### config.mk
export PLATFORM = sky130hd
export DESIGN_NAME = axi_write_upsizer
export DESIGN_NICKNAME = d
export VERILOG_FILES = /design/src/hdl/upsize_pkg.sv /design/src/hdl/axi_reg_slice.sv /design/src/hdl/upsize_info_fifo.sv /design/src/hdl/upsize_aw_path.sv /design/src/hdl/upsize_w_packer.sv /design/src/hdl/axi_write_upsizer.sv
export SDC_FILE = /design/constraint.sdc
export NUM_CORES = 1
export LEC_CHECK = 0
export BUFFER_PORTS_ARGS = -buffer_cell sky130_fd_sc_hd__clkbuf_2
export CAP_MARGIN = 20
export CORE_MARGIN = 8
export CORE_UTILIZATION = 49
export CTS_BUF_LIST = sky130_fd_sc_hd__clkbuf_8
export DETAILED_ROUTE_END_ITERATION = 10
export HOLD_SLACK_MARGIN = 0.02
export PLACE_DENSITY = 0.87
export SYNTH_ARGS = -nofsm -noshare
export SYNTH_HDL_FRONTEND = slang
export SYNTH_SLANG_ARGS = --single-unit
export TNS_END_PERCENT = 50
### constraint.sdc
create_clock -name clk_i -period 3 [get_ports clk_i]
set_input_delay 0.15 -clock clk_i [delete_from_list [all_inputs] [get_ports clk_i]]
set_output_delay 0.15 -clock clk_i [all_outputs]
set_load 0.1 [all_outputs]
### src/hdl/upsize_pkg.sv
/*
 * Shared widths and payload types of the AXI4 write upsizer.
 * Narrow and wide data widths, lane numbering, address offsets,
 * and the AW, B and per-burst info payload structs.
 */

package upsize_pkg;

   parameter int ADDR_W   = 32;
   parameter int ID_W     = 3;
   parameter int NARROW_W = 32;
   parameter int WIDE_W   = 128;

   // Narrow lanes per wide beat and how many bits number them
   parameter int RATIO  = WIDE_W / NARROW_W;
   parameter int LANE_W = $clog2(RATIO);

   // Byte offset bits below one narrow and one wide beat
   parameter int NARROW_OFFSET = $clog2(NARROW_W / 8);
   parameter int WIDE_OFFSET   = $clog2(WIDE_W / 8);

   parameter logic [2:0] WIDE_SIZE = 3'(WIDE_OFFSET);

   typedef logic [7:0]        len_t;
   typedef logic [LANE_W-1:0] lane_t;

   typedef struct packed {
      logic [ADDR_W-1:0] addr;
      logic [ID_W-1:0]   id;
      len_t              len;
      logic [1:0]        burst;
   } aw_payload_t;

   typedef struct packed {
      logic [ID_W-1:0] id;
      logic [1:0]      resp;
   } b_payload_t;

   // What the W packer needs to know about each accepted burst
   typedef struct packed {
      lane_t start_lane;
      len_t  len;
   } burst_info_t;

endpackage

### src/hdl/axi_reg_slice.sv
/*
 * Single-entry valid/ready register slice.
 * Payload type is a parameter so one module serves AW and B.
 */

`timescale 1ns/1ps

module axi_reg_slice #(
   parameter type payload_t = logic
) (
   input  logic     clk_i,
   input  logic     rst_ni,

   input  logic     valid_i,
   output logic     ready_o,
   input  payload_t data_i,

   output logic     valid_o,
   input  logic     ready_i,
   output payload_t data_o
);

   logic     full_q;
   payload_t data_q;

   // Accept when empty, or when the held item leaves this cycle
   assign ready_o = ~full_q | ready_i;
   assign valid_o = full_q;
   assign data_o  = data_q;

   always_ff @(posedge clk_i or negedge rst_ni)
   begin
      if (!rst_ni)
      begin
         full_q <= 1'b0;
      end
      else if (ready_o)
      begin
         full_q <= valid_i;
      end
   end

   always_ff @(posedge clk_i)
   begin
      if (valid_i && ready_o)
      begin
         data_q <= data_i;
      end
   end

endmodule

### src/hdl/upsize_info_fifo.sv
/*
 * Small circular FIFO of per-burst info (start lane, narrow length).
 * Lets the address path run ahead of the write data packer.
 */

`timescale 1ns/1ps

module upsize_info_fifo
   import upsize_pkg::*;
#(
   parameter int DEPTH = 4
) (
   input  logic        clk_i,
   input  logic        rst_ni,

   input  logic        push_i,
   input  burst_info_t data_i,
   output logic        full_o,

   input  logic        pop_i,
   output burst_info_t data_o,
   output logic        empty_o
);

   localparam int PTR_W = (DEPTH > 1) ? $clog2(DEPTH) : 1;
   localparam int CNT_W = $clog2(DEPTH + 1);

   burst_info_t      mem_q [DEPTH];
   logic [PTR_W-1:0] wr_ptr_q;
   logic [PTR_W-1:0] rd_ptr_q;
   logic [CNT_W-1:0] count_q;
   logic             do_push;
   logic             do_pop;

   assign full_o  = (count_q == CNT_W'(DEPTH));
   assign empty_o = (count_q == '0);
   assign data_o  = mem_q[rd_ptr_q];

   assign do_push = push_i & ~full_o;
   assign do_pop  = pop_i & ~empty_o;

   always_ff @(posedge clk_i or negedge rst_ni)
   begin
      if (!rst_ni)
      begin
         wr_ptr_q <= '0;
         rd_ptr_q <= '0;
         count_q  <= '0;
      end
      else
      begin
         if (do_push)
         begin
            wr_ptr_q <= (wr_ptr_q == PTR_W'(DEPTH - 1)) ? '0 : wr_ptr_q + 1'b1;
         end
         if (do_pop)
         begin
            rd_ptr_q <= (rd_ptr_q == PTR_W'(DEPTH - 1)) ? '0 : rd_ptr_q + 1'b1;
         end
         // Simultaneous push and pop leaves the count alone
         case ({do_push, do_pop})
            2'b10:   count_q <= count_q + 1'b1;
            2'b01:   count_q <= count_q - 1'b1;
            default: count_q <= count_q;
         endcase
      end
   end

   always_ff @(posedge clk_i)
   begin
      if (do_push)
      begin
         mem_q[wr_ptr_q] <= data_i;
      end
   end

endmodule

### src/hdl/upsize_aw_path.sv
/*
 * Write address conversion from narrow to wide bursts.
 * Recomputes length and size, and pushes burst info on each master AW.
 */

`timescale 1ns/1ps

module upsize_aw_path
   import upsize_pkg::*;
(
   input  logic              s_valid_i,
   input  aw_payload_t       s_data_i,
   output logic              s_ready_o,

   input  logic              fifo_full_i,
   output logic              fifo_push_o,
   output burst_info_t       fifo_data_o,

   output logic              m_aw_valid_o,
   output logic [ADDR_W-1:0] m_aw_addr_o,
   output logic [ID_W-1:0]   m_aw_id_o,
   output len_t              m_aw_len_o,
   output logic [2:0]        m_aw_size_o,
   output logic [1:0]        m_aw_burst_o,
   input  logic              m_aw_ready_i
);

   logic [ADDR_W-1:0]             end_addr;
   logic [ADDR_W-WIDE_OFFSET-1:0] wide_span;

   // No address goes out unless its info entry has room
   assign m_aw_valid_o = s_valid_i & ~fifo_full_i;
   assign s_ready_o    = m_aw_ready_i & ~fifo_full_i;
   assign fifo_push_o  = m_aw_valid_o & m_aw_ready_i;

   // Address of the last narrow beat in the burst
   assign end_addr  = s_data_i.addr + (ADDR_W'(s_data_i.len) << NARROW_OFFSET);
   assign wide_span = end_addr[ADDR_W-1:WIDE_OFFSET] - s_data_i.addr[ADDR_W-1:WIDE_OFFSET];

   assign m_aw_addr_o  = s_data_i.addr;
   assign m_aw_id_o    = s_data_i.id;
   assign m_aw_len_o   = len_t'(wide_span);
   assign m_aw_size_o  = WIDE_SIZE;
   assign m_aw_burst_o = s_data_i.burst;

   assign fifo_data_o.start_lane = s_data_i.addr[WIDE_OFFSET-1:NARROW_OFFSET];
   assign fifo_data_o.len        = s_data_i.len;

endmodule

### src/hdl/upsize_w_packer.sv
/*
 * Write data packer: narrow beats into wide beats.
 * FSM (idle, collect, emit middle, emit last), lane and beat counters,
 * and the wide data and strobe registers.
 */

`timescale 1ns/1ps

module upsize_w_packer
   import upsize_pkg::*;
(
   input  logic                  clk_i,
   input  logic                  rst_ni,

   input  burst_info_t           info_i,
   input  logic                  info_empty_i,
   output logic                  info_pop_o,

   input  logic                  s_w_valid_i,
   input  logic [NARROW_W-1:0]   s_w_data_i,
   input  logic [NARROW_W/8-1:0] s_w_strb_i,
   input  logic                  s_w_last_i,
   output logic                  s_w_ready_o,

   output logic                  m_w_valid_o,
   output logic [WIDE_W-1:0]     m_w_data_o,
   output logic [WIDE_W/8-1:0]   m_w_strb_o,
   output logic                  m_w_last_o,
   input  logic                  m_w_ready_i
);

   typedef enum logic [1:0] {
      ST_IDLE,
      ST_COLLECT,
      ST_EMIT_MID,
      ST_EMIT_LAST
   } state_e;

   state_e state_q;
   state_e state_d;

   logic [RATIO-1:0][NARROW_W-1:0]   data_q;
   logic [RATIO-1:0][NARROW_W-1:0]   data_d;
   logic [RATIO-1:0][NARROW_W/8-1:0] strb_q;
   logic [RATIO-1:0][NARROW_W/8-1:0] strb_d;

   lane_t lane_q;
   lane_t cur_lane;
   len_t  beat_q;
   len_t  cur_beat;
   logic  new_burst;
   logic  accept;
   logic  dispatch;
   logic  is_last;

   assign m_w_valid_o = (state_q == ST_EMIT_MID) || (state_q == ST_EMIT_LAST);
   assign m_w_last_o  = (state_q == ST_EMIT_LAST);
   assign m_w_data_o  = data_q;
   assign m_w_strb_o  = strb_q;
   assign dispatch    = m_w_valid_o & m_w_ready_i;

   // The next accepted beat opens a burst from idle or right after a last beat
   assign new_burst = (state_q == ST_IDLE) || (state_q == ST_EMIT_LAST);
   assign cur_lane  = new_burst ? info_i.start_lane : lane_q;
   assign cur_beat  = new_burst ? '0 : beat_q;

   always_comb
   begin
      case (state_q)
         ST_IDLE:      s_w_ready_o = ~info_empty_i;
         ST_COLLECT:   s_w_ready_o = 1'b1;
         ST_EMIT_MID:  s_w_ready_o = m_w_ready_i;
         default:      s_w_ready_o = m_w_ready_i & ~info_empty_i;
      endcase
   end

   assign accept = s_w_valid_i & s_w_ready_o;

   // Recorded length backs up the last flag
   assign is_last    = s_w_last_i | (cur_beat == info_i.len);
   assign info_pop_o = accept & is_last;

   always_comb
   begin
      state_d = state_q;
      if (accept)
      begin
         if (is_last)
         begin
            state_d = ST_EMIT_LAST;
         end
         else if (&cur_lane)
         begin
            state_d = ST_EMIT_MID;
         end
         else
         begin
            state_d = ST_COLLECT;
         end
      end
      else if (dispatch)
      begin
         state_d = m_w_last_o ? ST_IDLE : ST_COLLECT;
      end
   end

   // A dispatched beat clears all lanes before the new narrow beat lands
   always_comb
   begin
      data_d = dispatch ? '0 : data_q;
      strb_d = dispatch ? '0 : strb_q;
      if (accept)
      begin
         data_d[cur_lane] = s_w_data_i;
         strb_d[cur_lane] = s_w_strb_i;
      end
   end

   always_ff @(posedge clk_i or negedge rst_ni)
   begin
      if (!rst_ni)
      begin
         state_q <= ST_IDLE;
         lane_q  <= '0;
         beat_q  <= '0;
         data_q  <= '0;
         strb_q  <= '0;
      end
      else
      begin
         state_q <= state_d;
         data_q  <= data_d;
         strb_q  <= strb_d;
         if (accept)
         begin
            // Lane wraps to zero after the top lane
            lane_q <= cur_lane + 1'b1;
            beat_q <= cur_beat + 1'b1;
         end
      end
   end

endmodule

### src/hdl/axi_write_upsizer.sv
/*
 * AXI4 write-channel upsizer top level.
 * AW and B register slices, burst info FIFO, address path, W packer.
 */

`timescale 1ns/1ps

module axi_write_upsizer
   import upsize_pkg::*;
#(
   parameter int INFO_DEPTH = 4
) (
   input  logic                  clk_i,
   input  logic                  rst_ni,

   input  logic                  s_aw_valid_i,
   input  logic [ADDR_W-1:0]     s_aw_addr_i,
   input  logic [ID_W-1:0]       s_aw_id_i,
   input  len_t                  s_aw_len_i,
   input  logic [1:0]            s_aw_burst_i,
   output logic                  s_aw_ready_o,

   input  logic                  s_w_valid_i,
   input  logic [NARROW_W-1:0]   s_w_data_i,
   input  logic [NARROW_W/8-1:0] s_w_strb_i,
   input  logic                  s_w_last_i,
   output logic                  s_w_ready_o,

   output logic                  s_b_valid_o,
   output logic [ID_W-1:0]       s_b_id_o,
   output logic [1:0]            s_b_resp_o,
   input  logic                  s_b_ready_i,

   output logic                  m_aw_valid_o,
   output logic [ADDR_W-1:0]     m_aw_addr_o,
   output logic [ID_W-1:0]       m_aw_id_o,
   output len_t                  m_aw_len_o,
   output logic [2:0]            m_aw_size_o,
   output logic [1:0]            m_aw_burst_o,
   input  logic                  m_aw_ready_i,

   output logic                  m_w_valid_o,
   output logic [WIDE_W-1:0]     m_w_data_o,
   output logic [WIDE_W/8-1:0]   m_w_strb_o,
   output logic                  m_w_last_o,
   input  logic                  m_w_ready_i,

   input  logic                  m_b_valid_i,
   input  logic [ID_W-1:0]       m_b_id_i,
   input  logic [1:0]            m_b_resp_i,
   output logic                  m_b_ready_o
);

   aw_payload_t s_aw_payload;
   aw_payload_t aw_slice_data;
   logic        aw_slice_valid;
   logic        aw_slice_ready;

   b_payload_t  m_b_payload;
   b_payload_t  s_b_payload;

   burst_info_t push_info;
   burst_info_t head_info;
   logic        info_push;
   logic        info_pop;
   logic        info_full;
   logic        info_empty;

   assign s_aw_payload = '{addr: s_aw_addr_i, id: s_aw_id_i, len: s_aw_len_i,
                           burst: s_aw_burst_i};
   assign m_b_payload  = '{id: m_b_id_i, resp: m_b_resp_i};
   assign s_b_id_o     = s_b_payload.id;
   assign s_b_resp_o   = s_b_payload.resp;

   axi_reg_slice #(
      .payload_t ( aw_payload_t )
   ) aw_slice (
      .clk_i   ( clk_i          ),
      .rst_ni  ( rst_ni         ),
      .valid_i ( s_aw_valid_i   ),
      .ready_o ( s_aw_ready_o   ),
      .data_i  ( s_aw_payload   ),
      .valid_o ( aw_slice_valid ),
      .ready_i ( aw_slice_ready ),
      .data_o  ( aw_slice_data  )
   );

   upsize_aw_path u_aw_path (
      .s_valid_i    ( aw_slice_valid ),
      .s_data_i     ( aw_slice_data  ),
      .s_ready_o    ( aw_slice_ready ),
      .fifo_full_i  ( info_full      ),
      .fifo_push_o  ( info_push      ),
      .fifo_data_o  ( push_info      ),
      .m_aw_valid_o ( m_aw_valid_o   ),
      .m_aw_addr_o  ( m_aw_addr_o    ),
      .m_aw_id_o    ( m_aw_id_o      ),
      .m_aw_len_o   ( m_aw_len_o     ),
      .m_aw_size_o  ( m_aw_size_o    ),
      .m_aw_burst_o ( m_aw_burst_o   ),
      .m_aw_ready_i ( m_aw_ready_i   )
   );

   upsize_info_fifo #(
      .DEPTH ( INFO_DEPTH )
   ) u_info_fifo (
      .clk_i   ( clk_i      ),
      .rst_ni  ( rst_ni     ),
      .push_i  ( info_push  ),
      .data_i  ( push_info  ),
      .full_o  ( info_full  ),
      .pop_i   ( info_pop   ),
      .data_o  ( head_info  ),
      .empty_o ( info_empty )
   );

   upsize_w_packer u_w_packer (
      .clk_i        ( clk_i       ),
      .rst_ni       ( rst_ni      ),
      .info_i       ( head_info   ),
      .info_empty_i ( info_empty  ),
      .info_pop_o   ( info_pop    ),
      .s_w_valid_i  ( s_w_valid_i ),
      .s_w_data_i   ( s_w_data_i  ),
      .s_w_strb_i   ( s_w_strb_i  ),
      .s_w_last_i   ( s_w_last_i  ),
      .s_w_ready_o  ( s_w_ready_o ),
      .m_w_valid_o  ( m_w_valid_o ),
      .m_w_data_o   ( m_w_data_o  ),
      .m_w_strb_o   ( m_w_strb_o  ),
      .m_w_last_o   ( m_w_last_o  ),
      .m_w_ready_i  ( m_w_ready_i )
   );

   axi_reg_slice #(
      .payload_t ( b_payload_t )
   ) b_slice (
      .clk_i   ( clk_i       ),
      .rst_ni  ( rst_ni      ),
      .valid_i ( m_b_valid_i ),
      .ready_o ( m_b_ready_o ),
      .data_i  ( m_b_payload ),
      .valid_o ( s_b_valid_o ),
      .ready_i ( s_b_ready_i ),
      .data_o  ( s_b_payload )
   );

endmodule

Word level (Yosys, flattened, before mapping)
Memories as Yosys holds them, arrays and structs flattened.
Cells that the tools add are included.
{"block": "word_totals", "reg_bits": 215, "ram_bits": 40, "elab_cells": 91, "memories": 1}
{"name": "u_info_fifo.mem_q", "words": 4, "width": 10, "read_ports": 1, "rd_ports_with_merged_regs": 0, "write_ports": 1, "line": "upsize_info_fifo.sv:28", "source": "burst_info_t mem_q [DEPTH];"}
{"block": "op_classes", "add_sub_neg": 8, "order_cmp": 2, "eq_ne": 9, "muxes": 23, "bitwise_logic": 16, "reduce_logical": 10}
{"operator": "2-to-1 mux 128 bit", "n": 2}
{"operator": "bitwise mux 128 bit", "n": 1}
{"operator": "demux 32 bit (select 2 bit)", "n": 1}
{"operator": "2-to-1 mux 16 bit", "n": 2}
{"operator": "2-to-1 mux 32 bit", "n": 1}
{"operator": "bitwise mux 16 bit", "n": 1}
{"operator": "2-to-1 mux 2 bit", "n": 7}
{"operator": "adder 12 x 10 -> 12 bit", "n": 1}
{"operator": "== test 2 bit (second input constant)", "n": 5}
{"operator": "AND 1 bit", "n": 9}
{"operator": "adder 8 x 1 -> 8 bit (second input constant)", "n": 1}
{"operator": "demux 4 bit (select 2 bit)", "n": 1}
{"operator": "== test 8 bit", "n": 1}
{"operator": "2-to-1 mux 8 bit", "n": 1}
{"operator": "subtractor 8 bit", "n": 1}
{"operator": "adder 2 x 1 -> 2 bit (second input constant)", "n": 3}
{"operator": "case mux 3 bit (2 select lines)", "n": 1}
{"operator": "== test 2 x 1 -> 1 bit (second input constant)", "n": 2}
{"operator": "2-to-1 mux 4 bit", "n": 1}
{"operator": "inverter 1 bit", "n": 4}
{"operator": "nonzero test 2 bit", "n": 2}
{"operator": "adder 3 x 1 -> 3 bit (second input constant)", "n": 1}
{"operator": "== test 3 bit (second input constant)", "n": 1}
{"operator": "logical AND 1 bit", "n": 3}
{"operator": "other kinds (10)", "n": 15}

Logic depth before layout (Yosys ltp)
Gate-level depths: netlist (run 1).
{"block": "depth", "word_depth": 9, "mapped_depth": 14}

By module
From an unflattened synthesis (run 1), not the netlist that was laid out.
{"block": "unflattened", "hier_cells": 910, "area_unflattened_um2": 10958.0}
{"module": "upsize_w_packer", "instances": 1, "cells_each": 638, "area_each_um2": 6505.0, "seq_area_each_um2": 3903.7}
{"module": "upsize_info_fifo", "instances": 1, "cells_each": 92, "area_each_um2": 1925.6, "seq_area_each_um2": 1376.3}
{"module": "axi_reg_slice (aw_slice)", "instances": 1, "cells_each": 49, "area_each_um2": 1405.1, "seq_area_each_um2": 1376.3}
{"module": "upsize_aw_path", "instances": 1, "cells_each": 122, "area_each_um2": 918.4, "seq_area_each_um2": 0.0}
{"module": "axi_reg_slice (b_slice)", "instances": 1, "cells_each": 9, "area_each_um2": 203.9, "seq_area_each_um2": 175.2}

Worst setup path before layout (run 1)
OpenSTA, ideal clock, no wires.
{"block": "synth_timing", "path_type": "flip-flop to output port", "start": "register aw_slice.data_q, in the netlist aw_slice.data_o[16]", "end": "output m_aw_len_o[5]", "arrival_time_ns": 3.776, "setup_slack_ns": -0.926, "stages_incl_launch_ff": 13, "cell_sequence": "edfxtp_1 ha_1 a31oi_1 nor2_1 o21a_1 o21a_1 nor2_1 xnor2_1 ha_1 a21boi_0 o21a_1 nor2_1 xnor2_1"}
{"block": "synth_via", "elab_chain_len": 2}
{"element": "from (decl)", "line": "axi_reg_slice.sv:24", "source": "payload_t data_q;"}
{"element": "from (signal assigned)", "line": "axi_reg_slice.sv:47", "source": "data_q <= data_i;"}
{"element": "adder 12 x 10 -> 12 bit", "line": "upsize_aw_path.sv:37", "source": "assign end_addr = s_data_i.addr + (ADDR_W'(s_data_i.len) << NARROW_OFFSET);"}
{"element": "subtractor 8 bit", "line": "upsize_aw_path.sv:38", "source": "assign wide_span = end_addr[ADDR_W-1:WIDE_OFFSET] - s_data_i.addr[ADDR_W-1:WIDE_OFFSET];"}
{"element": "to (decl)", "line": "axi_write_upsizer.sv:37", "source": "output len_t m_aw_len_o,"}
Every way passes these cells.

Worst setup path after layout (run 1)
{"block": "layout_timing", "start": "register aw_slice.data_q, in the netlist aw_slice.data_o[16]", "end": "output m_aw_len_o[6]"}
Same word-level chain as after synthesis.

==> results.sh, run 1 <==
export IMPL_num_rows=53
export IMPL_clock_skew_ns=0.0247
export IMPL_pin_count=299
export IMPL_syn2layout_area_growth_pct=36.5
export IMPL_dpl_instance_area_mm2=0.0124
export IMPL_drtIter0Drc=938
export IMPL_critical_path_arrival_ns=3.62
export IMPL_slew_headroom=0.483
export IMPL_layout_common_cells="clkbuf_2 (287), dfrtp_1 (164), nand3_1 (153), o21ai_0 (126), dlygate4sd3_1 (91)"
export IMPL_yosys_cell_types_count=47
export IMPL_grt_max_degree=80
export IMPL_worstHoldPathType="input pin to flop"
export IMPL_nets=1383
export IMPL_ys_ff_latch=255
export IMPL_ys_seq_area_frac=0.647
export IMPL_cp_data_required_time_ns=2.85
export IMPL_cts_root_buf="clkbuf_8"
export IMPL_violations="setup timing"
export IMPL_finalCritPeriodShare=1.26
export IMPL_fin_area_mm2=0.0144
export IMPL_hold_viol_final=0
export IMPL_synth_avg_cell_area_um2=12.0
export IMPL_antenna_found_initial=0
export IMPL_drt_antenna_violating_nets=0
export IMPL_max_clock_path_buffers=3
export IMPL_register_area_mm2=0.00683
export IMPL_die_h_um=163
export IMPL_end_kind="primary output"
export IMPL_grt_pass1_vias=9217
export IMPL_worstSkewPairLatency_ns=0.56
export IMPL_hold_slack_ns=0.114
export IMPL_initial_core_util=0.501
export IMPL_gr_total_overflow=0
export IMPL_max_cap_viol_count=0
export IMPL_multi_input_area_mm2=0.00324
export IMPL_grt_pass1_wl_um=50800
export IMPL_drt_wl_total_um=33700
export IMPL_worstPathMaxFanout=4
export IMPL_gp_congestion=0.832
export IMPL_viasPerCell=5.55
export IMPL_ctsHtreeMaxLevel=2
export IMPL_drtPass1Iterations=7
export IMPL_tritoncts="built"
export IMPL_max_freq_ghz=0.265
export IMPL_mostFrequentLayoutCell="clkbuf_2"
export IMPL_path_clk_slew_ns=0.07
export IMPL_setup_viol=6
export IMPL_fin_crit_ns=3.77
export IMPL_drive_above_1_share=0.352
export IMPL_cts_sink_count=255
export IMPL_die_x_um=163
export IMPL_grt_setup_unrepaired="yes"
export IMPL_drc=0
export IMPL_coreArea_mm2=0.0211
export IMPL_yosysWarningCount=0
export IMPL_dieArea_mm2=0.0265
export IMPL_status="finished with violations"
export IMPL_vias=8676
export IMPL_start_kind="flop"
export IMPL_fillCellCount=1387
export IMPL_io_buffers=295
export IMPL_syn_inst=879
export IMPL_hpwl_um=19800
export IMPL_cts_made_buffers=43
export IMPL_worst_slew_pin_slew_ns=0.776
export IMPL_wl_per_cell_um=21.6
export IMPL_syn_area_mm2=0.0106
export IMPL_maxSlewViolCount=0
export IMPL_layout_setup_ws_ns=-0.770
export IMPL_gr_usage_all_layers=0.241
export IMPL_diodes=0
export IMPL_path_class="flop to primary output"
-- registers in the layout (all words and copies together), names as in the netlist --
name                   flops
u_w_packer.state_q         2
u_w_packer.m_w_data_o    128
u_info_fifo.count_q        3
u_w_packer.lane_q          2
u_w_packer.beat_q          8
u_info_fifo.wr_ptr_q       2
aw_slice.data_o           45
b_slice.data_o             5
u_info_fifo.mem_q         40
u_w_packer.m_w_strb_o     16
u_info_fifo.rd_ptr_q       2
aw_slice.valid_o           1
b_slice.valid_o            1
-- per-stage QoR --
stage / setup TNS, ns / util / setup slack, ns / instances
floorplan: -0.478 / - / -0.217 / 880
global placement: 0 / 0.586 / 0.00254 / 1387
detailed placement: -0.339 / 0.586 / -0.108 / 1387
CTS: -2.46 / 0.677 / -0.607 / 1558
global route: -4.00 / 0.684 / -0.847 / 1563
finish: -3.37 / 0.684 / -0.770 / 1563
-- worst max-delay path, cell delays in order, from the launching register on --
cell      delay [ns]
edfxtp_1        0.44
ha_4            0.28
a31oi_4         0.18
nor2_2          0.08
o21a_2          0.23
buf_4           0.16
nor2_4          0.17
xnor2_2         0.18
ha_4            0.26
a21o_1          0.19
a21oi_2         0.22
nor2b_4         0.07
o21ai_2         0.14
nand2_2         0.10
xor2_4          0.17
buf_12          0.20
-- path summary, 6_finish.rpt --
check / start / slack (ns) / cells after the start / to
worst max-delay path: aw_slice.data_o[16] / -0.77 / 15 / m_aw_len_o[6]
worst min-delay path: s_w_last_i / 0.11 / 4 / u_w_packer.state_q[1]
worst max register to register: u_info_fifo.rd_ptr_q[0] / 0.03 / 12 / u_info_fifo.count_q[2]
worst min register to register: u_info_fifo.count_q[0] / 0.50 / 1 / u_info_fifo.count_q[0]
max in group asynchronous: rst_ni / 1.93 / 3 / u_w_packer.m_w_data_o[17]
min in group asynchronous: rst_ni / 0.18 / 2 / u_w_packer.m_w_data_o[2]
-- routing by layer --
metal / wire (um) / track usage
met2: 16300 / 0.402
met4: 1880 / 0.128
met1: 12300 / 0.274
met5: 0 / 0
met3: 3200 / 0.0743
-- synthesized netlist by cell type, drive strengths merged --
cell / instances / share of area
a21boi: 1 / 0.00071
a21o: 4 / 0.0028
a21oi: 7 / 0.0033
a22o: 4 / 0.0033
a31oi: 4 / 0.0024
and2: 11 / 0.0065
and3: 2 / 0.0012
buf: 43 / 0.030
clkbuf: 52 / 0.018
conb: 2 / 0.00071
dfrtp: 165 / 0.39
edfxtp: 90 / 0.26
fa: 2 / 0.0038
ha: 28 / 0.033
inv: 59 / 0.021
mux2: 6 / 0.0064
mux2i: 3 / 0.0028
mux4: 10 / 0.022
nand2: 11 / 0.0039
nand2b: 5 / 0.0030
nand3: 157 / 0.074
nand4: 1 / 0.00059
nand4b: 2 / 0.0017
nor2: 10 / 0.0036
nor2b: 4 / 0.0024
nor3: 5 / 0.0034
nor4: 1 / 0.0012
o211a: 1 / 0.00095
o211ai: 2 / 0.0014
o21a: 6 / 0.0043
o21ai: 156 / 0.074
o31ai: 1 / 0.00071
o41a: 1 / 0.0011
or2: 2 / 0.0012
or3: 3 / 0.0018
xnor2: 9 / 0.0075
xor2: 9 / 0.0075
-- what timing repair did --
item,4_1_cts,5_1_grt
pin swaps,16,17
setup buffers,5,7
gates cloned,0,0
setup endpoints to repair,8,8
gates resized for setup,24,23
hold buffers,91,0
endpoints found under the hold margin,261,0
-- final cells by class --
| class | count | share of cell area |
|---|---|---|
| timing repair buffer | 428 | 0.201 |
| tap | 275 | 0.0239 |
| multi-input combinational | 471 | 0.225 |
| clock buffer | 49 | 0.0468 |
| sequential | 255 | 0.474 |
| clock inverter | 26 | 0.0143 |
| inverter | 59 | 0.0154 |
-- cell families after synthesis --
logic type	count (synthesis)	share of synthesized area
flip-flops	255	0.647
multiplexers	19	0.0309
XOR/XNOR	18	0.0149
buffers and inverters	154	0.0698
adder cells (fa/ha/maj)	30	0.0370
AND/OR/NAND/NOR	214	0.105
AO/OA/AOI/OAI	187	0.0952
other	2	0.000711
Power of run 1 is left out: the tool's default activity adds up to more than one toggle a clock period on the data nets, which glitch-free logic cannot reach.
==> run 2, diff against run 1 <==
Settings changed: SKIP_CTS_REPAIR_TIMING set to 1.
==> run 2 against run 1 <==
Against the previous run:
- the flow still finishes with violations (setup timing)
- count of clock-buffer cells in the layout is the same
- utilization shrank 0.83 points
- cell count shrank 0.64%
- die area is the same
- first-iteration DRC count grew 1.7%
- critical path depth shrank 2
- final area shrank 1.2%
- hold slack lost 0.059 ns
- global-route usage shrank 3.9 points
- critical path type unchanged
- critical endpoint unchanged
- largest cell class unchanged
==> results.sh, run 2 (same netlist as run 1, synthesis figures left out) <==
export IMPL_finalCritPeriodShare=1.27
export IMPL_fillCellCount=1399
export IMPL_worstPathMaxFanout=2
export IMPL_die_h_um=163
export IMPL_violations="setup timing"
export IMPL_cts_sink_count=255
export IMPL_grt_pass1_vias=8094
export IMPL_antenna_found_initial=0
export IMPL_die_x_um=163
export IMPL_mostFrequentLayoutCell="clkbuf_2"
export IMPL_tritoncts="built"
export IMPL_largest_reg_flops=128
export IMPL_io_buffers=295
export IMPL_fin_area_mm2=0.0142
export IMPL_setup_viol=7
export IMPL_drtIter0Drc=954
export IMPL_post_place_ws_ns=-0.108
export IMPL_num_rows=53
export IMPL_cp_data_required_time_ns=2.85
export IMPL_drc=0
export IMPL_maxSlewViolCount=0
export IMPL_path_clk_slew_ns=0.06
export IMPL_gr_total_overflow=0
export IMPL_wl_met2_um=16000
export IMPL_dpl_instance_area_mm2=0.0124
export IMPL_start_kind="flop"
export IMPL_status="finished with violations"
export IMPL_path_class="flop to primary output"
export IMPL_worstSkewPairLatency_ns=0.56
export IMPL_tns_ns=-3.40
export IMPL_layout_common_cells="clkbuf_2 (287), dfrtp_1 (164), nand3_1 (153), o21ai_0 (126)"
export IMPL_hpwl_um=19800
export IMPL_grt_setup_unrepaired="yes"
export IMPL_diodes=0
export IMPL_m1WireLength_um=12000
export IMPL_layout_setup_ws_ns=-0.805
export IMPL_end_kind="primary output"
export IMPL_hold_viol_final=0
export IMPL_wl_per_cell_um=21.0
export IMPL_initial_core_util=0.501
export IMPL_critical_path_arrival_ns=3.65
export IMPL_slew_headroom=0.484
export IMPL_r2r_setup_slack_ns=0.01
export IMPL_pin_count=299
export IMPL_dieArea_mm2=0.0265
export IMPL_grt_max_degree=80
export IMPL_drive_above_1_share=0.340
export IMPL_drtPass1Iterations=7
export IMPL_clock_skew_ns=0.0165
export IMPL_syn2layout_area_growth_pct=34.8
export IMPL_gr_usage_all_layers=0.202
export IMPL_gp_congestion=0.832
export IMPL_nets=1373
export IMPL_drt_antenna_violating_nets=0
export IMPL_max_freq_ghz=0.263
export IMPL_max_clock_path_buffers=3
export IMPL_drt_wl_total_um=32600
export IMPL_worst_slew_pin_slew_ns=0.773
export IMPL_dr_wl_met3_um=3270
export IMPL_cts_root_buf="clkbuf_8"
export IMPL_fin_crit_ns=3.80
export IMPL_cts_made_buffers=43
export IMPL_coreArea_mm2=0.0211
export IMPL_highest_layer="met4"
export IMPL_vias=8607
export IMPL_grt_pass1_wl_um=43000
export IMPL_max_cap_viol_count=0
export IMPL_ctsHtreeMaxLevel=2
export IMPL_viasPerCell=5.54
export IMPL_worstHoldPathType="input pin to flop"
==> run 2: path summary, 6_finish.rpt <==
path                                                   to  cells after the start                      start
worst max-delay path                        m_aw_len_o[6]                     13         aw_slice.data_o[3]
worst min-delay path                     aw_slice.valid_o                      4               m_aw_ready_i
worst max register to register     u_info_fifo.count_q[2]                     11    u_info_fifo.rd_ptr_q[0]
worst min register to register  u_w_packer.m_w_data_o[60]                      2  u_w_packer.m_w_data_o[60]
max in group asynchronous       u_w_packer.m_w_data_o[17]                      3                     rst_ni
min in group asynchronous        u_w_packer.m_w_data_o[2]                      2                     rst_ni
==> run 2: critical path, cell delays in order (launching register included) <==
cell and delay [ns]:
edfxtp_1 0.46, ha_4 0.32, a31oi_4 0.09, xnor2_1 0.28, ha_2 0.30, inv_1 0.09
fa_1 0.40, a21o_1 0.21, a21oi_2 0.22, nor2b_4 0.06, o21ai_2 0.17, nand2_2 0.12
xor2_4 0.18, buf_12 0.19
==> run 2: area by class of cell <==
type / count / area, um^2 / share of cell area
Timing Repair Buffer: 418 / 2790 / 0.196
Clock inverter: 26 / 206 / 0.0145
Tap cell: 275 / 344 / 0.0242
Inverter: 59 / 221 / 0.0155
Sequential cell: 255 / 6830 / 0.480
Clock buffer: 49 / 674 / 0.0474
Multi-Input combinational cell: 471 / 3170 / 0.223
==> run 2: metrics by stage <==
| stage | hold WS [ns] | util | instances |
|---|---|---|---|
| after floorplan | -0.146 | - | 880 |
| after global placement | 0.200 | 0.586 | 1387 |
| after detailed placement | 0.199 | 0.586 | 1387 |
| after CTS | -0.393 | 0.628 | 1462 |
| after global routing | 0.0603 | 0.675 | 1553 |
| final | 0.0546 | 0.675 | 1553 |
==> run 2: routing by layer <==
| metal | global-route usage | up-vias |
|---|---|---|
| met2 | 0.327 | 557 |
| met1 | 0.238 | 4134 |
| li1 | - | 3805 |
| met3 | 0.0695 | 111 |
| met5 | 0 | - |
| met4 | 0.0980 | 0 |
Power of run 2 is left out for the same reason.
==> run 3, diff against run 2 <==
Settings changed: CORE_MARGIN 8 to 1.5, CORE_UTILIZATION 49 to 54, PLACE_DENSITY 0.87 to 0.9.
Clock period 3 ns to 3.53 ns, I/O delays scaled along.
==> run 3 against run 2 <==
Against the previous run:
- the flow still finishes with violations (setup timing)
- flip-flop and latch count unchanged
- final area decreased by 2.4%
- die area fell by 23%
- critical endpoint unchanged
==> results.sh, run 3 (same netlist as run 1, synthesis figures left out) <==
export IMPL_status="finished with violations"
export IMPL_violations="setup timing"
export IMPL_cts_made_buffers=42
export IMPL_coreArea_mm2=0.0190
export IMPL_grt_setup_unrepaired="yes"
export IMPL_die_h_um=143
export IMPL_hpwl_um=17100
export IMPL_vias=8616
export IMPL_dpl_instance_area_mm2=0.0121
export IMPL_drt_wl_total_um=30800
export IMPL_worstHoldStart="s_w_last_i"
export IMPL_worstHoldPathType="input pin to flop"
export IMPL_finalCritPeriodShare=1.11
export IMPL_drtIter0Drc=718
export IMPL_dieArea_mm2=0.0204
export IMPL_tritoncts="built"
export IMPL_worst_slew_pin_slew_ns=1.08
export IMPL_path_class="flop to primary output"
export IMPL_min_path_cells=3
export IMPL_postLayoutCoreUtil=0.733
export IMPL_ff2ff_path_depth=13
export IMPL_setup_viol=5
export IMPL_die_x_um=143
export IMPL_drtPass1Iterations=6
export IMPL_dr_wl_met3_um=3170
export IMPL_layout_setup_ws_ns=-0.402
export IMPL_drive_above_1_share=0.320
export IMPL_start_kind="flop"
export IMPL_max_cap_viol_count=0
export IMPL_clock_skew_ns=0.0209
export IMPL_layout_common_cells="clkbuf_2 (289), dfrtp_1 (164), nand3_1 (153), o21ai_0 (126)"
export IMPL_syn2layout_area_growth_pct=31.6
export IMPL_max_clock_path_buffers=3
export IMPL_hold_path_endpoint="u_w_packer.state_q[1]"
export IMPL_antenna_found_initial=1
export IMPL_grt_pass1_vias=7842
export IMPL_drc=0
export IMPL_cts_sink_count=255
export IMPL_r2r_setup_slack_ns=0.29
export IMPL_wl_per_cell_um=20.2
export IMPL_hold_viol_final=0
export IMPL_cp_data_required_time_ns=3.35
export IMPL_pin_count=299
export IMPL_max_freq_ghz=0.254
export IMPL_grt_pass1_wl_um=38300
export IMPL_fin_crit_ns=3.93
export IMPL_io_buffers=295
export IMPL_gr_usage_all_layers=0.240
export IMPL_initial_core_util=0.557
export IMPL_worstPathMaxFanout=3
export IMPL_grt_max_degree=109
export IMPL_fin_area_mm2=0.0139
export IMPL_gr_total_overflow=0
export IMPL_viasPerCell=5.65
export IMPL_gp_congestion=0.828
export IMPL_mostFrequentLayoutCell="clkbuf_2"
export IMPL_fillCellCount=1152
export IMPL_nets=1359
export IMPL_drt_antenna_violating_nets=0
export IMPL_path_clk_slew_ns=0.07
export IMPL_critical_path_arrival_ns=3.76
export IMPL_worstSkewPairLatency_ns=0.54
export IMPL_wl_met2_um=15500
export IMPL_r2r_end="u_info_fifo.count_q[2]"
export IMPL_slew_headroom=0.281
export IMPL_num_rows=50
export IMPL_maxSlewViolCount=0
export IMPL_end_kind="primary output"
export IMPL_m1WireLength_um=10700
export IMPL_ctsHtreeMaxLevel=2
export IMPL_highest_layer="met4"
export IMPL_cts_root_buf="clkbuf_8"
export IMPL_largest_reg_flops=128
export IMPL_r2r_start="u_w_packer.state_q[0]"
==> run 3: changes by cell type in the layout (fill, tap and decap cells not counted), sizes merged <==
cell      before  now
bufinv         3    1
buf           40   25
clkinv         6    7
clkbuf       337  334
clkinvlp       2    1
diode          0    1
inv           74   79
==> run 3: area by class of cell <==
cell class	count	area, um^2	share of cell area
sequential	255	6830	0.492
tap	260	325	0.0234
timing repair buffer	405	2640	0.190
clock inverter	29	154	0.0111
multi-input combinational	471	3120	0.225
clock buffer	44	606	0.0436
inverter	59	221	0.0159
antenna	1	2.50	0.000180
==> run 3: worst max-delay path by stage <==
stage	from	to	slack, ns	cells past startpoint
2_1_floorplan	aw_slice.data_o[16]	m_aw_len_o[4]	-0.23	8
4_1_cts	aw_slice.data_o[16]	m_aw_len_o[7]	-0.46	13
3_3_place_gp	u_info_fifo.rd_ptr_q[0]	u_info_fifo.count_q[2]	0.31	12
5_1_grt	aw_slice.data_o[3]	m_aw_len_o[6]	-0.51	14
6_report	aw_slice.data_o[3]	m_aw_len_o[6]	-0.40	14
3_5_place_dp	u_info_fifo.rd_ptr_q[0]	u_info_fifo.count_q[2]	0.14	12
==> run 3: worst max-delay path, cell delays in order (launching register included) <==
cell and delay, ns:
edfxtp_1 0.47, ha_4 0.28, a31oi_4 0.23, buf_4 0.15, xnor2_1 0.11, ha_1 0.19, inv_1 0.07, fa_1 0.44
a21o_1 0.24, a21oi_2 0.20, nor2b_1 0.08, o21ai_1 0.15, nand2_1 0.13, xor2_2 0.23, buf_12 0.21
==> run 3: per-layer routing <==
layer / track usage / vias to the layer above
li1: - / 3771
met3: 0.0775 / 118
met2: 0.411 / 596
met1: 0.271 / 4131
met4: 0.114 / 0
met5: 0 / -
==> run 3: metrics by stage <==
step	worst slack (ns)	TNS [ns]	instances	hold slack (ns)
2_1_floorplan	-0.230	-0.230	880	-0.119
3_3_place_gp	0.308	0	1351	0.353
3_5_place_dp	0.144	0	1351	0.355
4_1_cts	-0.456	-1.54	1424	-0.209
5_1_grt	-0.511	-1.68	1524	0.0620
6_report	-0.402	-1.09	1524	0.0280
Power of run 3 is left out for the same reason.
